File: src/hw/arcade_settings.svh
`ifndef ARCADE_SETTINGS_SVH
`define ARCADE_SETTINGS_SVH

// rom image
`define ROM_ADDR_W 15
`define ROM_DEPTH  32768

// audio path
`define SAMPLE_W 13
`define DAC_W    16 // sample is left-aligned into this

// ps/2 set 2 scan codes
`define KEY_UP     8'h75
`define KEY_DOWN   8'h72
`define KEY_LEFT   8'h6B
`define KEY_RIGHT  8'h74
`define KEY_COIN   8'h76 // esc
`define KEY_START1 8'h05 // f1
`define KEY_START2 8'h06 // f2
`define KEY_FIRE1  8'h29 // space
`define KEY_FIRE2  8'h11 // alt

`endif

File: src/hw/sigma_delta_dac.sv
`timescale 1ns/1ps
`default_nettype none

`include "arcade_settings.svh"

module sigma_delta_dac (
	input  logic                 clock_48,
	input  logic                 rst_n,
	input  logic [`SAMPLE_W-1:0] sample,
	output logic                 dac
);

	logic [`DAC_W-1:0] sample_wide;
	logic [`DAC_W-1:0] acc;
	logic [`DAC_W:0]   sum;

	assign sample_wide = {sample, {(`DAC_W - `SAMPLE_W){1'b0}}};
	assign sum         = {1'b0, acc} + {1'b0, sample_wide};

	always_ff @(posedge clock_48) begin
		if (!rst_n) begin
			acc <= '0;
			dac <= 1'b0;
		end else begin
			acc <= sum[`DAC_W-1:0];
			dac <= sum[`DAC_W]; // carry is the pulse
		end
	end

endmodule

`default_nettype wire

File: config.mk
export PLATFORM = sky130hd
export DESIGN_NAME = sigma_delta_dac
export DESIGN_NICKNAME = d
export VERILOG_FILES = /design/src/hw/sigma_delta_dac.sv
export VERILOG_INCLUDE_DIRS = /design/src /design/src/hw
export SDC_FILE = /design/constraint.sdc
export NUM_CORES = 1
export LEC_CHECK = 0
export BUFFER_PORTS_ARGS = -buffer_cell sky130_fd_sc_hd__buf_2
export CORE_ASPECT_RATIO = 1.25
export CORE_UTILIZATION = 23
export CTS_CLUSTER_DIAMETER = 200
export DETAILED_ROUTE_END_ITERATION = 7
export PLACE_DENSITY = 0.42
export SLEW_MARGIN = 20
export SYNTH_ARGS = -nofsm -noshare
export SYNTH_HDL_FRONTEND = slang
export SYNTH_SLANG_ARGS = --single-unit
File: constraint.sdc
create_clock -name clock_48 -period 1.9 [get_ports clock_48]
set_input_delay 0.095 -clock clock_48 [delete_from_list [all_inputs] [get_ports clock_48]]
set_output_delay 0.095 -clock clock_48 [all_outputs]
set_load 0.005 [all_outputs]
==> flow_metrics.py <==
metrics = {
    "setup_path": {
        "worstPathCellList": "ha_1 -> inv_1 -> fa_2 -> nand2b_4 -> a21oi_4 -> o21ai_2 -> o21ai_1 -> mux2i_1",
        "timing.rr.start": "acc[3]$_SDFF_PN0_",
        "crit_required_ps": 2080,
        "crit_type": "reg -> reg",
        "arrival_ps": 1910,
        "cp_max_fo": 3,
        "reg2regPathDepth": 8,
        "cpPeakStageDelay_ps": 350,
        "crit_path_end_kind": "register",
        "cp_slowest_cell": "fa_2",
        "r2r_end": "acc[15]$_SDFF_PN0_",
        "worstSetupStartpoint": "acc[3]$_SDFF_PN0_",
        "worstSetupStartpointType": "register",
        "regToRegSetupSlack_ps": 160,
    },
    "global_route": {
        "grtUsageTotal_pct": 9.76,
        "grt_max_degree": 12,
        "antenna_found_initial": 0,
        "grt_first_pass_wirelength_um": 2990,
        "grt_pass1_vias": 695,
        "overflow": 0,
    },
    "logic_synthesis": {
        "synth_nets": 136,
        "synth_cell_types": 29,
        "synth_xor_area_share_pct": 5.74,
        "yosys.area.top_type_share_pct": 30.6,
        "synth_area_leaders": "dfxtp_1, ha_1, a21oi_1",
        "synth-seq-cells": 14,
        "yosys_warnings": 0,
        "synth_common_cells": "dfxtp_1, ha_1, a21oi_1, nor2_1, nand2_1",
        "ys_seq_area_share_pct": 30.6,
        "synth-edff-count": 0,
        "synth_top_cell_by_area": "dfxtp_1",
        "synthCells": 107,
        "synth-simple-area-share_pct": 17.5,
        "synth_area_um2": 916,
        "syn_avg_cell_area_um2": 8.56,
        "synth_flop_cell": "dfxtp_1",
        "synth_most_common_cell": "dfxtp_1",
        "synthArstFlopShare_pct": 0,
        "synth_compound_area_share_pct": 21.2,
        "synth_top_family_by_area": "compound AO/OA/AOI/OAI gates",
        "synth_fa_ha_area_share_pct": 19.9,
        "muxShareOfSynthArea_pct": 2.19,
    },
    "timing": {
        "setup_ws_ps": 165,
        "skew_ps": 1.69,
        "period_share_pct": 91.3,
        "timing.fmax_mhz": 576,
        "timing.setup.tns_ps": 0,
        "period_needed_ps": 1740,
        "setup_violations": 0,
        "report.final.slew_viol_count": 0,
        "worst_pin_slew_ps": 392,
        "hold_viol_final": 0,
        "hold_ws_ps": 134,
        "relSlewSlack_pct": 73.8,
    },
    "clocking": {
        "cts_tree": "done",
        "cts_root_buf": "clkbuf_8",
        "clockBufferDepth": 2,
        "clock-sinks": 14,
        "cts_made_buffers": 3,
        "cts.reportedPaths.clkPinSlew_ps": 60,
        "cts.htree.levels": 1,
        "insertion_delay_ps": 250,
    },
    "finish": {
        "stdcell_area_mm2": 0.00114,
        "n_antenna_cell": 0,
        "num-nets-final": 156,
        "finalNonFillerCells": 180,
        "utilization_pct": 30.1,
        "areaGrowthSynthToFinish_pct": 24.3,
        "drive_above_1_share_pct": 20.6,
        "fillers": 432,
    },
    "detailed_routing": {
        "wire_per_inst_um": 10.3,
        "first_pass_iters": 4,
        "num_vias": 757,
        "routed_wl_um": 1860,
        "drtIter0Drc": 23,
        "drc": 0,
        "avgViaCountPerCell": 4.21,
        "ant_nets": 0,
    },
    "placed_design": {
        "dpl_cell_area_mm2": 0.00105,
        "dpl_worst_slack_ps": -4.80,
        "gp_congestion": 0.733,
        "dp.cells": 175,
        "port_buffers": 15,
        "hpwl_um": 1490,
    },
    "floorplan": {
        "pin_count": 16,
        "die_area_mm2": 0.00424,
        "rows": 25,
        "die_h_um": 72.6,
        "dieWidth_um": 58.4,
        "core_area_mm2": 0.00378,
        "start_util_pct": 24.2,
    },
    "min_path": {
        "hold-path-endpoint": "acc[3]$_SDFF_PN0_",
        "hp-class": "in -> reg",
        "hold_depth": 2,
        "hp-start": "rst_n",
    },
    "pwr": {
        "leakage_nw": 0.540,
        "ir_drop_uv": 305,
        "power_mw": 1.57,
        "power.density_mw_per_mm2": 1380,
    },
    "run": {
        "cap_violations": 0,
    },
    "status": {
        "outcome": "completed",
    },
}
[worst max-delay path, delay by kind of cell (launching register included)]
| family | cells | cell delay [ps] |
|---|---|---|
| adders and majority gates | 2 | 510 |
| DFF | 1 | 310 |
| AOI/OAI and AO/OA | 3 | 430 |
| muxes | 1 | 200 |
| buffers and inverters | 1 | 60 |
| and+or+nand+nor | 1 | 160 |
[sequential cells by signal, indices dropped and copies added (netlist names)]
name / count
acc: 13
dac: 1
[power breakdown]
group	leakage (nW)	switching, mW	internal, mW
Combinational	0.395	0.447	0.381
Clock	0.0288	0.117	0.184
Sequential	0.117	0.0298	0.410
[repair_timing]
action | in CTS | in global routing
gates resized for setup | 1 | 4
setup buffers | 0 | 1
pin swaps | 0 | 2
hold buffers | 0 | 0
endpoints found under the setup margin | 1 | 3
[area by class of cell]
class                      instances  area, µm²  area share (%)
clock buffer                       4       55.1            4.84
tap                               54       67.6            5.93
sequential                        14        280            24.6
inverter                           6       22.5            1.98
multi-input combinational         86        631            55.4
timing repair buffer              16       82.6            7.25
[how the worst max path moves through the flow]
stage and endpoint:
2_1_floorplan acc[15]$_SDFF_PN0_, 4_1_cts acc[15]$_SDFF_PN0_, 6_report acc[15]$_SDFF_PN0_, 3_3_place_gp acc[15]$_SDFF_PN0_, 3_5_place_dp acc[15]$_SDFF_PN0_, 5_1_grt acc[15]$_SDFF_PN0_
[metal layers]
layer	up-vias	track usage, %	share of wire, %	wire [µm]
met2	11	15.6	49	910
met1	325	11.2	45	830
met4	0	7.14	3.3	61
li1	416	-	-	-
met5	-	0	0	0
met3	5	2.32	2.9	54
[logic make-up after synthesis]
group | after synthesis
buffers and inverters | 7
DFF | 14
xor gates and xnor gates | 6
adders and majority gates | 14
and+or+nand+nor | 33
AOI/OAI and AO/OA | 31
muxes | 2
[layout by cell type, fill, tap and decap left out, types with 2 or more instances in the layout]
cell | netlist | routed
inv_1 | 6 | 6
xor2_1 | 5 | 5
buf_2 | 0 | 15
a21oi_1 | 11 | 11
mux2i_1 | 2 | 2
clkbuf_8 | 0 | 4
dfxtp_1 | 14 | 14
o21a_1 | 3 | 3
o21ai_1 | 2 | 2
o21ai_0 | 3 | 2
nand4_1 | 2 | 2
nand2_1 | 8 | 8
a21o_1 | 5 | 5
nor2_1 | 10 | 10
nor3_1 | 4 | 4
nand2b_1 | 4 | 3
ha_1 | 13 | 13
No activity file was read; power rests on OpenSTA's default activity.
