[src/hw/arcade_settings.svh]
`ifndef ARCADE_SETTINGS_SVH
`define ARCADE_SETTINGS_SVH

// rom image
`define ROM_ADDR_W 15
`define ROM_DEPTH  32768

// audio path
`define SAMPLE_W 13
`define DAC_W    16 // sample is left-aligned into this

// ps/2 set 2 scan codes
`define KEY_UP     8'h75
`define KEY_DOWN   8'h72
`define KEY_LEFT   8'h6B
`define KEY_RIGHT  8'h74
`define KEY_COIN   8'h76 // esc
`define KEY_START1 8'h05 // f1
`define KEY_START2 8'h06 // f2
`define KEY_FIRE1  8'h29 // space
`define KEY_FIRE2  8'h11 // alt

`endif

[src/hw/arcade_pkg.sv]
`default_nettype none

`include "arcade_settings.svh"

package arcade_pkg;

	typedef struct packed {
		logic       strobe; // toggles once per event
		logic       pressed;
		logic [7:0] code;
	} key_event_t;

	typedef struct packed {
		logic [1:0] spare;
		logic       bomb;
		logic       fire;
		logic       up;
		logic       down;
		logic       left;
		logic       right; // bit 0
	} joy_t;

	typedef struct packed {
		logic up;
		logic down;
		logic left;
		logic right;
		logic coin;
		logic start1;
		logic start2;
		logic fire1;
		logic fire2;
	} buttons_t;

	typedef struct packed {
		logic coin;
		logic start1;
		logic start2;
		logic up;
		logic down;
		logic left;
		logic right;
		logic fire;
	} player_ctrl_t;

	typedef struct packed {
		logic [`ROM_ADDR_W-1:0] addr;
		logic [7:0]             data;
	} rom_wr_t;

	typedef struct packed {
		logic [2:0] r;
		logic [2:0] g;
		logic [1:0] b;
		logic       hblank;
		logic       vblank;
		logic       hs;
		logic       vs;
	} game_video_t;

	typedef struct packed {
		logic [5:0] r;
		logic [5:0] g;
		logic [5:0] b;
		logic       hs;
		logic       vs;
	} vga_t;

endpackage

`default_nettype wire

[src/hw/video_out.sv]
`timescale 1ns/1ps
`default_nettype none

module video_out (
	input  logic                    clock_48,
	input  logic                    rst_n,
	input  arcade_pkg::game_video_t game_video,
	output arcade_pkg::vga_t        vga
);

	logic       blank;
	logic [2:0] blue3;

	assign blank = game_video.hblank | game_video.vblank;
	assign blue3 = {game_video.b, game_video.b[0]}; // 2 to 3 bits

	always_ff @(posedge clock_48) begin
		if (!rst_n) begin
			vga <= '0;
		end else begin
			vga.hs <= game_video.hs; // sync follows color
			vga.vs <= game_video.vs;
			if (blank) begin
				vga.r <= '0;
				vga.g <= '0;
				vga.b <= '0;
			end else begin
				vga.r <= {game_video.r, game_video.r};
				vga.g <= {game_video.g, game_video.g};
				vga.b <= {blue3, blue3};
			end
		end
	end

	// blanking reaches the vga pins one cycle later
	a_blank_black: assert property (
		@(posedge clock_48) disable iff (!rst_n)
		blank |=> (vga.r == '0 && vga.g == '0 && vga.b == '0)
	);

endmodule

`default_nettype wire

[config.mk]
export PLATFORM = sky130hd
export DESIGN_NAME = video_out
export DESIGN_NICKNAME = d
export VERILOG_FILES = /design/src/hw/arcade_pkg.sv /design/src/hw/video_out.sv
export VERILOG_INCLUDE_DIRS = /design/src /design/src/hw
export SDC_FILE = /design/constraint.sdc
export NUM_CORES = 1
export LEC_CHECK = 0
export BUFFER_PORTS_ARGS = -buffer_cell sky130_fd_sc_hd__buf_4
export CORE_AREA = 2 2 39 41
export DETAILED_ROUTE_END_ITERATION = 6
export DIE_AREA = 0 0 41 43
export RECOVER_POWER = 25
export SETUP_SLACK_MARGIN = 0.4
export SLEW_MARGIN = 10
export SYNTH_ARGS = -nofsm -noshare
export SYNTH_HDL_FRONTEND = slang
export SYNTH_SLANG_ARGS = --single-unit
[constraint.sdc]
create_clock -name clock_48 -period 1.2 [get_ports clock_48]
set_input_delay 0.06 -clock clock_48 [delete_from_list [all_inputs] [get_ports clock_48]]
set_output_delay 0.06 -clock clock_48 [all_outputs]
set_load 0.01 [all_outputs]
==> impl_metrics.tcl <==
set metrics [dict create \
    timing.critical_path.arrival_ps 730 \
    crit_start "vga[6]" \
    timing.final.setup_violations 0 \
    cts-buffers-inserted 3 \
    clock_path_buffers 2 \
    worstSetupEndpointType "output pin" \
    layout_worst_path_cycle_share_pct 65.8 \
    timing_worst_slew_pin_value_ps 306 \
    cts_root_buf "clkbuf_4" \
    grt_max_degree 11 \
    period_minus_slack_ps 790 \
    io_pins 34 \
    finish.net_count 72 \
    worst_setup_hold_path_clk_slew_ps 70 \
    placedInstanceArea_sq_um 583 \
    grt_overflow_total 0 \
    grt_util_all_layers_pct 9.49 \
    largest_reg_flops 10 \
    first_iter_violations 0 \
    first_global_vias 264 \
    worstPathCellList "buf_4" \
    synthesis.area_per_instance_sq_um 13.0 \
    core.rowCount 14 \
    cellLeakagePower_nw 0.309 \
    floorplan.die_area_sq_mm 0.00176 \
    crit_buf_inv 1 \
    post_layout_total_power_w 0.000735 \
    cp_slowest_stage_delay_ps 330 \
    max-slew-margin-rel_pct 79.6 \
    initial_core_utilization_pct 28.2 \
    antenna_left 0 \
    vdd_drop_max_uv 720 \
    worst_setup_path_endpoint "vga[5]" \
    finalSetupTns_ps 0 \
    yosys.area.top_type_share_pct 51.3 \
    route.final.wire_length_um 724 \
    powerDensity_mw_per_mm2 1180 \
    net_count_synth 44 \
    synth_seq_cells 10 \
    cts.sinks 10 \
    synth-warning-count 0 \
    maxClockFrequency_mhz 1270 \
    synth_largest_area_cell "dfxtp_1" \
    critical_path_class "reg2out" \
    coreArea_sq_mm 0.00138 \
    netlist-cell-type-count 4 \
    crit_path_max_fanout 4 \
    synth_top_flop_cell "dfxtp_1" \
    ys_async_sr_fraction_pct 0 \
    final_instance_area_sq_um 626 \
    drive_gt1_share_pct 89.5 \
    grt_first_pass_wirelength_um 1050 \
    clock_tree.htree_level_count 1 \
    vias_per_cell 4.08 \
    timing.critical_path.slowest_stage_cell "dfxtp_2" \
    cts_tree "done" \
    post_synth_main_area_contributors "dfxtp_1 51%, and4bb_2 26%, buf_4 19%, and2_2 3.8%" \
    die-width_um 41 \
    final.fill_count 138 \
    cap_violations 0 \
    slew_viol_final 0 \
    status "finished clean" \
    cp-start-kind "register" \
    reg_area_sq_um 206 \
    hold_viol_final 0 \
    worstPathRequired_ps 1140 \
    remaining_drc_errors 0 \
    gpl.final_weighted_congestion 0.554 \
    area_overhead_of_the_layout_relative_to_synthesis_pct 60.3 \
    regMostFlops "vga" \
    multiInputGateArea_sq_um 115 \
    antenna_cells_inserted 0 \
    hp-class "in2reg" \
    post_synth_most_frequent_cells "10 x buf_4, 10 x dfxtp_1, 8 x and4bb_2" \
    number_of_synthesized_flops_with_an_enable_pin 0 \
    wire_per_inst_um 9.92 \
    place.port_buffers 33 \
    post_synthesis_instance_total 30 \
    grt_setup_unrepaired "yes" \
    antenna_found_initial 0 \
    vias 298 \
    critical-path-top-delay-family "flip-flops" \
    firstDrtPassIters 1 \
    largest_registers "vga: 10 flops" \
    die_h_um 43 \
    hold_path_startpoint "game_video[1]" \
    worst-path-stages 1 \
    post-cts-setup-buffer-count 0 \
    synth_seq_area_share_pct 51.3 \
    syn_area_sq_um 390 \
]
[logic make-up (layout without fill, tap and decap cells)]
| logic type | after synthesis | count (layout) | synth area share, % |
|---|---|---|---|
| flops | 10 | 10 | 51.3 |
| simple gates | 10 | 10 | 29.5 |
| buf+inv | 10 | 37 | 19.2 |
[cells in the final DEF, fill, tap and decap left out]
cell | netlist | final
dfxtp_1 | 10 | 5
buf_4 | 10 | 31
dfxtp_2 | 0 | 5
and2_2 | 2 | 2
clkbuf_8 | 0 | 1
and4bb_2 | 8 | 8
buf_6 | 0 | 1
clkbuf_1 | 0 | 1
clkbuf_4 | 0 | 3
[layer usage]
layer / GRT usage, % / up-vias / wire length [um]
li1: - / 150 / -
met1: 10.1 / 127 / 266
met2: 12.8 / 21 / 347
met3: 5.24 / 0 / 110
met4: 8.00 / 0 / 0
met5: 0 / - / 0
[power by group]
part           switching (W)  leakage (nW)  internal [W]
Sequential        0.00000474        0.0840      0.000343
Clock               0.000112        0.0210      0.000184
Combinational      0.0000304         0.204     0.0000615
[worst min path at each step]
| stage | slack, ps | cells after the start | end |
|---|---|---|---|
| after global routing | 10 | 2 | vga[0] |
| after floorplan | 200 | 1 | vga[0] |
| after CTS | 8 | 2 | vga[1] |
| after detailed placement | 280 | 2 | vga[1] |
| after global placement | 280 | 2 | vga[1] |
| final | 20 | 2 | vga[1] |
[through the flow]
stage | util (%) | worst slack (ps) | hold slack [ps] | instances
6_report | 45.2 | 410 | 20.3 | 73
5_1_grt | 45.2 | 386 | 10.2 | 73
4_1_cts | 44.8 | 398 | 8.49 | 73
3_5_place_dp | 42.1 | 652 | 284 | 69
3_3_place_gp | 42.1 | 657 | 281 | 69
2_1_floorplan | - | 610 | 196 | 30
[final cells by class]
type / count / area share, %
Timing Repair Buffer: 33 / 39.6
Sequential cell: 10 / 33.0
Multi-Input combinational cell: 10 / 18.4
Clock buffer: 4 / 5.80
Tap cell: 16 / 3.20
[timing repair]
| action | 4_1_cts | 5_1_grt |
|---|---|---|
| pin swaps | 0 | 0 |
| hold buffers | 0 | 0 |
| gates cloned | 0 | 0 |
| resized for setup | 1 | 5 |
| endpoints found under the setup margin | 4 | 11 |
Note: power is estimated with default switching activity, not from simulation.
