===== src/hw/arcade_settings.svh =====
`ifndef ARCADE_SETTINGS_SVH
`define ARCADE_SETTINGS_SVH

// rom image
`define ROM_ADDR_W 15
`define ROM_DEPTH  32768

// audio path
`define SAMPLE_W 13
`define DAC_W    16 // sample is left-aligned into this

// ps/2 set 2 scan codes
`define KEY_UP     8'h75
`define KEY_DOWN   8'h72
`define KEY_LEFT   8'h6B
`define KEY_RIGHT  8'h74
`define KEY_COIN   8'h76 // esc
`define KEY_START1 8'h05 // f1
`define KEY_START2 8'h06 // f2
`define KEY_FIRE1  8'h29 // space
`define KEY_FIRE2  8'h11 // alt

`endif


===== src/hw/arcade_pkg.sv =====
`default_nettype none

`include "arcade_settings.svh"

package arcade_pkg;

	typedef struct packed {
		logic       strobe; // toggles once per event
		logic       pressed;
		logic [7:0] code;
	} key_event_t;

	typedef struct packed {
		logic [1:0] spare;
		logic       bomb;
		logic       fire;
		logic       up;
		logic       down;
		logic       left;
		logic       right; // bit 0
	} joy_t;

	typedef struct packed {
		logic up;
		logic down;
		logic left;
		logic right;
		logic coin;
		logic start1;
		logic start2;
		logic fire1;
		logic fire2;
	} buttons_t;

	typedef struct packed {
		logic coin;
		logic start1;
		logic start2;
		logic up;
		logic down;
		logic left;
		logic right;
		logic fire;
	} player_ctrl_t;

	typedef struct packed {
		logic [`ROM_ADDR_W-1:0] addr;
		logic [7:0]             data;
	} rom_wr_t;

	typedef struct packed {
		logic [2:0] r;
		logic [2:0] g;
		logic [1:0] b;
		logic       hblank;
		logic       vblank;
		logic       hs;
		logic       vs;
	} game_video_t;

	typedef struct packed {
		logic [5:0] r;
		logic [5:0] g;
		logic [5:0] b;
		logic       hs;
		logic       vs;
	} vga_t;

endpackage

`default_nettype wire


===== src/hw/key_decoder.sv =====
`timescale 1ns/1ps
`default_nettype none

`include "arcade_settings.svh"

module key_decoder (
	input  logic                  clock_48,
	input  logic                  rst_n,
	input  arcade_pkg::key_event_t key_in,
	output arcade_pkg::buttons_t   buttons
);

	logic strobe_d;
	logic new_event;

	assign new_event = key_in.strobe != strobe_d; // any toggle is an event

	always_ff @(posedge clock_48) begin
		if (!rst_n) begin
			strobe_d <= 1'b0;
			buttons  <= '0;
		end else begin
			strobe_d <= key_in.strobe;
			if (new_event) begin
				case (key_in.code)
					`KEY_UP:
						buttons.up <= key_in.pressed;
					`KEY_DOWN:
						buttons.down <= key_in.pressed;
					`KEY_LEFT:
						buttons.left <= key_in.pressed;
					`KEY_RIGHT:
						buttons.right <= key_in.pressed;
					`KEY_COIN:
						buttons.coin <= key_in.pressed;
					`KEY_START1:
						buttons.start1 <= key_in.pressed;
					`KEY_START2:
						buttons.start2 <= key_in.pressed;
					`KEY_FIRE1:
						buttons.fire1 <= key_in.pressed;
					`KEY_FIRE2:
						buttons.fire2 <= key_in.pressed;
					default: begin
						// other keys are not mapped
					end
				endcase
			end
		end
	end

endmodule

`default_nettype wire


===== config.mk =====
export PLATFORM = sky130hd
export DESIGN_NAME = key_decoder
export DESIGN_NICKNAME = d
export VERILOG_FILES = /design/src/hw/arcade_pkg.sv /design/src/hw/key_decoder.sv
export VERILOG_INCLUDE_DIRS = /design/src /design/src/hw
export SDC_FILE = /design/constraint.sdc
export NUM_CORES = 1
export LEC_CHECK = 0
export ABC_AREA = 1
export BUFFER_PORTS_ARGS = -buffer_cell sky130_fd_sc_hd__buf_2
export CELL_PAD_IN_SITES_DETAIL_PLACEMENT = 1
export CELL_PAD_IN_SITES_GLOBAL_PLACEMENT = 2
export CORE_AREA = 3 3 52 66
export DETAILED_ROUTE_END_ITERATION = 8
export DIE_AREA = 0 0 55 69
export MAX_ROUTING_LAYER = met4
export PLACE_DENSITY = 0.82
export SKIP_CTS_REPAIR_TIMING = 1
export SLEW_MARGIN = 10
export SYNTH_ARGS = -nofsm -noshare
export SYNTH_HDL_FRONTEND = slang
export SYNTH_SLANG_ARGS = --single-unit

===== constraint.sdc =====
create_clock -name clock_48 -period 1.7 [get_ports clock_48]
set_clock_uncertainty 0.15 [all_clocks]
set_input_delay 0 -clock clock_48 [delete_from_list [all_inputs] [get_ports clock_48]]
set_output_delay 0 -clock clock_48 [all_outputs]
set_load 0.03 [all_outputs]

==> metrics.md <==
| Metric | Value |
|---|---|
| First-pass GRT wire length | `3.26 mm` |
| Crit path top cell by count | `dlygate4sd3_1` |
| Ys async rst share | `0%` |
| Top_reg_cell synth | `dfxtp_1` |
| Final Wtd Congestion | `0.735` |
| Period utilization | `79.6%` |
| Delay-heaviest family, CP | `buffers and inverters` |
| RSZ-0062 raised after global routing | `false` |
| Total nets after synthesis | `132` |
| Clk_lat worst skew | `280 ps` |
| CP max stage delay | `550 ps` |
| DR DRC count | `0` |
| CP Buf/Inv Count | `4` |
| WL met3 | `66 um` |
| Critical path start-end classification | `input port to flop` |
| Vias | `765` |
| Crit path time final | `1350 ps` |
| Gr usage total | `12.2%` |
| Synth cell types | `12` |
| Hold Crit Start | `key_in[7]` |
| Synth area leaders | `dfxtp_1 (29%), nand2_1 (20%), nor2_1 (13%)` |
| Uppermost routed layer | `met4` |
| Crit. End Element | `flop` |
| Iteration-0 DRC count of the detailed router | `10` |
| GRT Residual Overflow | `0` |
| Pins Over Slew Limit | `0` |
| DR WL/cell | `10.4 um` |
| Die area | `3800 um2` |
| Pre-antenna DRT Iters | `3` |
| Port Buffers | `20` |
| Root buffer cell | `clkbuf_4` |
| Final nets | `160` |
| Area growth syn-to-layout | `29.7%` |
| Pleak | `0.486 nW` |
| Layout cells sized above 1 | `25.9%` |
| Rel. slew slack | `87.6%` |
| Endpoints failing setup | `0` |
| Mean Syn Cell Area | `5.82 um2` |
| CP arrival | `1390 ps` |
| Worst Path Max Fanout | `10` |
| Max clock buf depth | `2` |
| Die width | `55 um` |
| R2R Path Start | `strobe_d` |
| Post-synth EDFFs | `0` |
| Vias per cell | `4.18` |
| Leading area contributor after synthesis | `dfxtp_1` |
| Placeable Area | `2920 um2` |
| # rows | `22` |
| Syn Inst Count | `120` |
| Finished Core Util | `31.0%` |
| Antenna diodes | `0` |
| Setup TNS | `0 ps` |
| Pwr Density | `608 nW/um2` |
| # IOs | `21` |
| Synth Warn # | `0` |
| Fmax | `0.739 GHz` |
| WP data required | `1730 ps` |
| Number of synthesized register bits | `10` |
| Clock-pin transition on the worst setup and hold timing paths | `70 ps` |
| Status | `finished clean` |
| Yosys top cell area share | `28.7%` |
| Area of the mapped netlist | `698 um2` |
| Clock Sinks | `10` |
| Largest net degree at the start of global routing | `11` |
| Routed wire length | `1.90 mm` |
| Top cells by count, synth | `nand2_1 (37), nor2_1 (24), inv_1 (23)` |
| Chip height | `69 um` |
| Slew at the pin with the worst max-slew slack | `186 ps` |
| Critical path, cell by cell | `dlygate4sd3_1, buf_2, nand2_1, dlygate4sd3_1, inv_1` |
| M1 WL | `777 um` |
| Critical path origin | `rst_n` |
| Final-report hold violation count | `0` |
| Initial core utilization | `23.9%` |
| VDD IR max | `0.322 mV` |
| DR WL met2 | `1.00 mm` |
| H-tree levels | `1` |
| Most common cell in the netlist | `nand2_1` |
| Initial antenna violation count | `0` |
| MaxCap Viol Count | `0` |
| Hold/Removal Path Class | `input port to flop` |
| Sequential share of the synthesized area | `28.7%` |
| HPWL after DPL | `1.59 mm` |
| Routed Antenna Nets | `0` |
| Slowest library cell on the worst path | `dlygate4sd3_1` |
| Setup crit start kind | `input port` |
| Vias in the first global route | `819` |
| CTS tree | `done` |
| Inserted Clock Buffers | `3` |
per-layer routing:
layer / global-route usage [%] / vias to the layer above
li1: - / 402
met1: 12.8 / 343
met2: 19.7 / 15
met3: 1.94 / 5
met4: 8.11 / 0
met5: - / -
placed cells by master, fill, tap and decap left out:
cell type	netlist	layout
nand2_1	37	37
nor2_1	24	24
inv_1	23	23
buf_2	0	20
nand3_1	11	11
dfxtp_1	10	10
nor2_4	4	4
nor2_2	4	4
dlygate4sd3_1	0	4
nand2_2	3	3
clkbuf_4	0	3
inv_2	1	1
nand2_4	1	1
nand3_2	1	1
clkbuf_8	1	1
cell families (layout without fill, tap and decap cells):
family                 Yosys count  in the layout  synth area share (%)
flip-flops                      10             10                  28.7
AND/OR/NAND/NOR                 85             85                  56.5
buffers and inverters           25             52                  14.9
power breakdown:
group           total, W  leakage [nW]  internal [W]  switching (W)
sequential      0.000237        0.0808      0.000236     0.00000105
combinational  0.0000873         0.384     0.0000313      0.0000561
clock           0.000227        0.0210      0.000130      0.0000961
total           0.000551         0.486      0.000397       0.000153
final cells by class:
type                            count  area, um2
Fill cell                         415       2010
Tap cell                           36       45.0
Sequential cell                    10        200
Clock buffer                        4       36.3
Inverter                           24       90.1
Multi-Input combinational cell     85        394
Timing Repair Buffer               24        140
sequential cells by signal, summed over array words and instances, names as in the netlist:
| signal | cells |
|---|---|
| buttons | 9 |
| strobe_d | 1 |
per-stage QoR:
stage               instances  setup WS (ps)  hold WS [ps]  instance area, um2  total power [W]
floorplan                 120            646         -56.5                 698         0.000295
global placement          175            597          87.6                 830         0.000322
detailed placement        175            529           113                 830         0.000324
CTS                       179            520          -185                 866         0.000559
global route              183            300          93.6                 906         0.000585
finish                    183            346          22.9                 906         0.000551
worst min-delay path: cells and delay by family:
family                 cells  cell delay [ps]
buffers and inverters      1               90
AND/OR/NAND/NOR            6              330
path summary, 6_finish.rpt:
path	endpoint	slack (ps)	cells past startpoint
min reg2reg	buttons[0]	360	4
max	strobe_d	350	5
max reg2reg	buttons[5]	530	6
min	buttons[0]	20	7
(Power assumes the default switching activity.)
