[src/hw/arcade_settings.svh]
`ifndef ARCADE_SETTINGS_SVH
`define ARCADE_SETTINGS_SVH

// rom image
`define ROM_ADDR_W 15
`define ROM_DEPTH  32768

// audio path
`define SAMPLE_W 13
`define DAC_W    16 // sample is left-aligned into this

// ps/2 set 2 scan codes
`define KEY_UP     8'h75
`define KEY_DOWN   8'h72
`define KEY_LEFT   8'h6B
`define KEY_RIGHT  8'h74
`define KEY_COIN   8'h76 // esc
`define KEY_START1 8'h05 // f1
`define KEY_START2 8'h06 // f2
`define KEY_FIRE1  8'h29 // space
`define KEY_FIRE2  8'h11 // alt

`endif

[src/hw/arcade_pkg.sv]
`default_nettype none

`include "arcade_settings.svh"

package arcade_pkg;

	typedef struct packed {
		logic       strobe; // toggles once per event
		logic       pressed;
		logic [7:0] code;
	} key_event_t;

	typedef struct packed {
		logic [1:0] spare;
		logic       bomb;
		logic       fire;
		logic       up;
		logic       down;
		logic       left;
		logic       right; // bit 0
	} joy_t;

	typedef struct packed {
		logic up;
		logic down;
		logic left;
		logic right;
		logic coin;
		logic start1;
		logic start2;
		logic fire1;
		logic fire2;
	} buttons_t;

	typedef struct packed {
		logic coin;
		logic start1;
		logic start2;
		logic up;
		logic down;
		logic left;
		logic right;
		logic fire;
	} player_ctrl_t;

	typedef struct packed {
		logic [`ROM_ADDR_W-1:0] addr;
		logic [7:0]             data;
	} rom_wr_t;

	typedef struct packed {
		logic [2:0] r;
		logic [2:0] g;
		logic [1:0] b;
		logic       hblank;
		logic       vblank;
		logic       hs;
		logic       vs;
	} game_video_t;

	typedef struct packed {
		logic [5:0] r;
		logic [5:0] g;
		logic [5:0] b;
		logic       hs;
		logic       vs;
	} vga_t;

endpackage

`default_nettype wire

[src/hw/control_mapper.sv]
`timescale 1ns/1ps
`default_nettype none

module control_mapper (
	input  logic                     clock_48,
	input  logic                     rst_n,
	input  arcade_pkg::buttons_t     buttons,
	input  arcade_pkg::joy_t         joy0,
	input  arcade_pkg::joy_t         joy1,
	input  logic                     rotate,
	output arcade_pkg::player_ctrl_t controls
);

	logic src_up;
	logic src_down;
	logic src_left;
	logic src_right;
	logic src_fire;
	logic src_bomb;

	// keyboard and both joysticks all steer the same player
	assign src_up    = buttons.up | joy0.up | joy1.up;
	assign src_down  = buttons.down | joy0.down | joy1.down;
	assign src_left  = buttons.left | joy0.left | joy1.left;
	assign src_right = buttons.right | joy0.right | joy1.right;
	assign src_fire  = buttons.fire1 | joy0.fire | joy1.fire;
	assign src_bomb  = buttons.fire2 | joy0.bomb | joy1.bomb;

	always_ff @(posedge clock_48) begin
		if (!rst_n) begin
			controls <= '0;
		end else begin
			controls.coin   <= buttons.coin;
			controls.start1 <= buttons.start1 | src_bomb; // start doubles as bomb
			controls.start2 <= buttons.start2 | src_bomb;
			controls.fire   <= src_fire;
			if (rotate) begin // screen turned by 90 degrees
				controls.up    <= src_left;
				controls.down  <= src_right;
				controls.left  <= src_down;
				controls.right <= src_up;
			end else begin
				controls.up    <= src_up;
				controls.down  <= src_down;
				controls.left  <= src_left;
				controls.right <= src_right;
			end
		end
	end

endmodule

`default_nettype wire

[config.mk]
export PLATFORM = sky130hd
export DESIGN_NAME = control_mapper
export DESIGN_NICKNAME = d
export VERILOG_FILES = /design/src/hw/arcade_pkg.sv /design/src/hw/control_mapper.sv
export VERILOG_INCLUDE_DIRS = /design/src /design/src/hw
export SDC_FILE = /design/constraint.sdc
export NUM_CORES = 1
export LEC_CHECK = 0
export BUFFER_PORTS_ARGS = -buffer_cell sky130_fd_sc_hd__buf_2
export CAP_MARGIN = 20
export CORE_AREA = 2 2 39 41
export DETAILED_ROUTE_END_ITERATION = 10
export DIE_AREA = 0 0 41 43
export GPL_TIMING_DRIVEN = 0
export PLACE_DENSITY = 0.7
export SYNTH_ARGS = -nofsm -noshare
export SYNTH_HDL_FRONTEND = slang
export SYNTH_SLANG_ARGS = --single-unit
export TNS_END_PERCENT = 20
[constraint.sdc]
create_clock -name clock_48 -period 0.8 [get_ports clock_48]
set_input_delay 0.04 -clock clock_48 [delete_from_list [all_inputs] [get_ports clock_48]]
set_output_delay 0.04 -clock clock_48 [all_outputs]
set_load 0.05 [all_outputs]
==> impl_metrics.csv, run 1 <==
group,metric,value,unit
run_status,status,"complete, no violations",
clock_tree,htreeDepth,1,
setup_path,cp_cell_sequence,"buf_6",
global_routing,grtUsageTotal,9.54,%
detailed_routing,drtAntennaViolNets,0,
setup_path,critPathKind,"reg2out",
layout,fin_cells,80,
sta,finalCriticalPeriod,761,ps
setup_path,critPathSlowestCell,"dfxtp_1",
layout,antenna_cells,0,
setup_path,required,760,ps
placed_design,place_inst,74,
setup_path,cp-startpoint,"controls[7]",
die,die_w,41,um
sta,worst_slew_pin_slew,264,ps
placed_design,io_buffers,30,
detailed_routing,drc,0,
clock_tree,clock_sinks,8,
layout,nNetsFinal,94,
setup_path,worstSetupEndpointType,"output port",
sta,final_hold_viol_count,0,
logic_synthesis,syn_inst,28,
logic_synthesis,synth_top_cell_area_share,56.1,%
sta,fmax,1310,MHz
sta,setup_viol,0,
worst_hold_path,worstHoldStart,"buttons[1]",
layout,drive_above_1_share,59.4,%
setup_path,cp.buffers_inverters,1,
sta,fin_crit_sh,95.2,%
setup_path,critPathLaunchType,"register",
clock_tree,cts_tree,"built",
detailed_routing,vias_per_cell,4.43,
pwr,power_density,1770,nW/um2
setup_path,path_delay_family,"flip-flops",
die,coreArea,1380,um2
placed_design,dp_slack,-3.25,ps
clock_tree,clkTransAtPathRegs,50,ps
detailed_routing,wire_per_inst,8.96,um
logic_synthesis,yosysTopAreaCell,"dfxtp_1",
layout,fillers,139,
layout,top_regs,"controls: 8 flops",
die,die_y,43,um
sta,setup_slack,38.7,ps
clock_tree,cts_buffers,3,
layout,multi_input_area,116,um2
pwr,p_leak,0.263,nW
global_routing,antenna_found_initial,0,
setup_path,cp.depth,1,
worst_hold_path,hold_class,"in2reg",
sta,rsz0062_at_grt,"yes",
layout,post-route-util,40.6,%
logic_synthesis,syn_avg_cell_area,10.2,um2
pwr,vdd_drop_max,0.597,mV
global_routing,grt_overflow,0,
setup_path,cp_max_fo,1,
sta,relSlewSlack,82.2,%
clock_tree,clockBufferDepth,2,
layout,area_growth,96.9,%
logic_synthesis,synth_area,285,um2
logic_synthesis,yosys_warnings,0,
logic_synthesis,synth_nets,56,
layout,largest-register,"controls",
die,rows,14,
worst_hold_path,min_path_cells,3,
detailed_routing,dr.pass1.iters,2,
global_routing,grt_pass1_wl,1.15,mm
setup_path,slowest_delay,320,ps
logic_synthesis,ys_ff_latch,8,
detailed_routing,finalWirelength,717,um
global_routing,first_global_vias,314,
job,max_cap_viol_count,0,
die,start_util,20.6,%
logic_synthesis,yosys-top-cells-area,"dfxtp_1 56%, a211oi_1 11%, nor3_1 8.8%, nor4_1 8.8%, o21a_1 5.3%",
placed_design,hpwl,551,um
global_routing,grt_max_degree,9,
clock_tree,root_buffer,"clkbuf_4",
logic_synthesis,synth_cell_types,10,
layout,seqCellArea,164,um2
layout,largest_register_ffs,8,
setup_path,cp.arrival,720,ps
worst_hold_path,min_to,"controls[0]",
die,die_area,1760,um2
placed_design,gp_congestion,0.641,
sta,slew_violations,0,
detailed_routing,drtIter0Drc,1,
logic_synthesis,synth_seq_area_share,56.1,%
detailed_routing,vias,354,
die,ios,36,
final cells by class:
class	instances	area share [%]
repair buffers	33	41.0
flip-flops and latches	8	29.2
multi-input cells	18	20.7
clock buffers	3	4.01
well taps	16	3.56
plain buffers	1	0.891
inverters	1	0.668
logic make-up (layout without fill, tap and decap cells):
kind of cell           count (synthesis)  count (layout)  share of synthesized area, %
AND/OR/NAND/NOR                       12              12                          25.0
buffers and inverters                  2              38                          3.07
flip-flops                             8               8                          56.1
AO/OA/AOI/OAI                          6               6                          15.8
metal layers:
| layer | vias up | wire, um | GRT usage [%] |
|---|---|---|---|
| met2 | 23 | 352 | 14.7 |
| met1 | 150 | 261 | 11.3 |
| met3 | 0 | 103 | 2.09 |
| li1 | 181 | - | - |
| met5 | - | 0 | 0 |
| met4 | 0 | 0 | 6.00 |
cells in the final DEF (no fill, tap or decap):
cell type       n
a211oi_1        4
and2_1          1
buf_2          23
buf_6           8
clkbuf_4        3
dfxtp_1         5
dfxtp_2         3
dlygate4sd3_1   3
inv_1           1
nor2_1          1
nor3_1          5
nor4_1          4
o21a_1          2
or3_4           1
worst max path at each step:
stage                  end
5_1_grt        controls[3]
4_1_cts        controls[6]
2_1_floorplan  controls[5]
3_3_place_gp   controls[5]
3_5_place_dp   controls[6]
6_report       controls[7]
power breakdown:
group          total (W)  internal, W  switching, W  leakage (nW)
sequential      0.000439     0.000428     0.0000111        0.0675
clock           0.000293     0.000171      0.000122        0.0138
combinational   0.000265     0.000118      0.000147         0.181
total           0.000997     0.000717      0.000280         0.263
Yosys cell counts:
| cell | count |
|---|---|
| nor2_1 | 1 |
| nor4_1 | 4 |
| a211oi_1 | 4 |
| and2_1 | 1 |
| nor3_1 | 5 |
| buf_2 | 1 |
| dfxtp_1 | 8 |
| inv_1 | 1 |
| o21a_1 | 2 |
| or3_4 | 1 |
repair_timing:
action / in CTS / in global routing
buffers inserted: 0 / 0
hold endpoints to repair: 3 / 0
gates resized for setup: 8 / 11
hold buffers: 3 / 0
pin swaps: 0 / 0
endpoints found under the setup margin: 8 / 8
metrics by stage:
stage                     cell area (um2)  TNS, ps  hold slack (ps)  total power [W]
after global routing                  562    -1.28             15.8          0.00107
after detailed placement              455    -3.25              254         0.000662
after global placement                455        0              250         0.000659
after CTS                             528        0           0.0327         0.000993
final                                 562        0             5.46         0.000997
after floorplan                       285        0              157         0.000572
No activity file was read; power rests on OpenSTA's default activity.
==> run 2, diff against run 1 <==
--- a/config.mk
+++ b/config.mk
@@ -12,7 +12,7 @@
 export DETAILED_ROUTE_END_ITERATION = 10
 export DIE_AREA = 0 0 41 43
 export GPL_TIMING_DRIVEN = 0
-export PLACE_DENSITY = 0.7
+export PLACE_DENSITY = 0.68
 export SYNTH_ARGS = -nofsm -noshare
 export SYNTH_HDL_FRONTEND = slang
 export SYNTH_SLANG_ARGS = --single-unit
==> constraint.sdc (replaced) <==
create_clock -name clock_48 -period 0.9 [get_ports clock_48]
set_input_delay 0.045 -clock clock_48 [delete_from_list [all_inputs] [get_ports clock_48]]
set_output_delay 0.045 -clock clock_48 [all_outputs]
set_load 0.05 [all_outputs]
==> impl_metrics.csv, run 2 (same netlist as run 1, synthesis figures left out) <==
group,metric,value,unit
clock_tree,clkTransAtPathRegs,50,ps
die,die_w,41,um
layout,area_growth,67.5,%
setup_path,slowest_delay,300,ps
setup_path,critPathSlowestCell,"dfxtp_1",
global_routing,grt_max_degree,9,
worst_hold_path,min_to,"controls[6]",
pwr,power_density,1760,nW/um2
detailed_routing,dr.pass1.iters,2,
setup_path,cp_cell_sequence,"buf_2",
layout,final_common_cell,"buf_2",
detailed_routing,drtAntennaViolNets,0,
clock_tree,hold_buffers,0,
clock_tree,ctsResizeCount,0,
sta,rsz0062_at_grt,"no",
layout,final_area,478,um2
setup_path,cp.arrival,800,ps
layout,top_regs,"controls: 8 flops",
pwr,p_leak,0.235,nW
detailed_routing,wire_per_inst,8.42,um
detailed_routing,drc,0,
die,die_area,1760,um2
layout,mostFrequentLayoutCells,"31 x buf_2, 8 x dfxtp_1, 5 x nor3_1, 4 x nor4_1, 4 x a211oi_1",
layout,drive_above_1_share,57.4,%
clock_tree,root_buffer,"clkbuf_4",
global_routing,grt_pass1_wl,986,um
sta,fin_crit_sh,93.8,%
clock_tree,htreeDepth,1,
detailed_routing,finalWirelength,648,um
die,die_y,43,um
die,coreArea,1380,um2
job,max_cap_viol_count,0,
die,start_util,20.6,%
setup_path,required,850,ps
layout,fillers,152,
sta,finalCriticalPeriod,845,ps
global_routing,grt_overflow,0,
detailed_routing,drtIter0Drc,1,
clock_tree,clockBufferDepth,2,
setup_path,path_delay_family,"flip-flops",
die,rows,14,
placed_design,dp_slack,86.0,ps
layout,largest_register_ffs,8,
global_routing,first_global_vias,256,
placed_design,place_area,455,um2
setup_path,worstSetupEndpointType,"output port",
detailed_routing,vias_per_cell,4.34,
layout,largest-register,"controls",
clock_tree,cts_buffers,3,
pwr,vdd_drop_max,0.477,mV
sta,slew_violations,0,
sta,setup_tns,0,ps
sta,relSlewSlack,79.5,%
setup_path,cp_max_fo,1,
layout,post-route-util,34.5,%
worst_hold_path,min_path_cells,2,
setup_path,cp-startpoint,"controls[6]",
layout,nNetsFinal,91,
global_routing,antenna_found_initial,0,
setup_path,cp.buffers_inverters,1,
sta,setup_slack,55.4,ps
placed_design,gp_congestion,0.605,
sta,worst_slew_pin_slew,305,ps
sta,fmax,1180,MHz
detailed_routing,vias,334,
setup_path,critPathKind,"reg2out",
clock_tree,clock_sinks,8,
placed_design,io_buffers,30,
clock_tree,postCtsSetupBuffers,0,
worst_hold_path,worstHoldStart,"buttons[3]",
global_routing,grtUsageTotal,8.93,%
die,ios,36,
worst_hold_path,hold_class,"in2reg",
setup_path,critPathLaunchType,"register",
sta,setup_viol,0,
clock_tree,cts_tree,"built",
run_status,status,"complete, no violations",
sta,final_hold_viol_count,0,
layout,antenna_cells,0,
run 2: cell count changes in the layout (fill, tap and decap cells not counted), sizes merged:
cell,delta
dlygate4sd3,-3
run 2: area by class of cell:
| type | count | area, um2 | share of cell area [%] |
|---|---|---|---|
| multi-input cells | 18 | 116 | 24.3 |
| repair buffers | 30 | 150 | 31.4 |
| well taps | 16 | 20.0 | 4.19 |
| clock buffers | 3 | 22.5 | 4.71 |
| inverters | 1 | 3.75 | 0.785 |
| flip-flops and latches | 8 | 160 | 33.5 |
| plain buffers | 1 | 5.00 | 1.05 |
run 2: through the flow:
stage | total power, W | std cells | hold slack, ps
after floorplan | 0.000508 | 28 | 162
after global placement | 0.000586 | 74 | 256
after detailed placement | 0.000589 | 74 | 258
after CTS | 0.000860 | 77 | 2.05
after global routing | 0.000896 | 77 | 0.474
final | 0.000839 | 77 | 8.58
run 2: metal layers:
metal	up-vias	wire length (um)	track usage (%)	part of all wire, %
met4	0	6	8.00	0.93
met5	-	0	0	0
met2	23	294	12.2	45
met3	2	97	4.71	15
li1	178	-	-	-
met1	131	249	9.29	38
run 2: where the power goes:
| part | switching (W) | internal (W) |
|---|---|---|
| Clock | 0.000108 | 0.000152 |
| Sequential | 0.00000417 | 0.000379 |
| Combinational | 0.000129 | 0.0000678 |
| Total | 0.000241 | 0.000598 |
run 2: worst max-delay path by stage:
stage	endpoint	slack (ps)	depth (start not counted)
floorplan	controls[5]	220	2
global placement	controls[5]	100	3
detailed placement	controls[6]	90	3
CTS	controls[1]	40	1
global route	controls[5]	2	1
finish	controls[6]	60	1
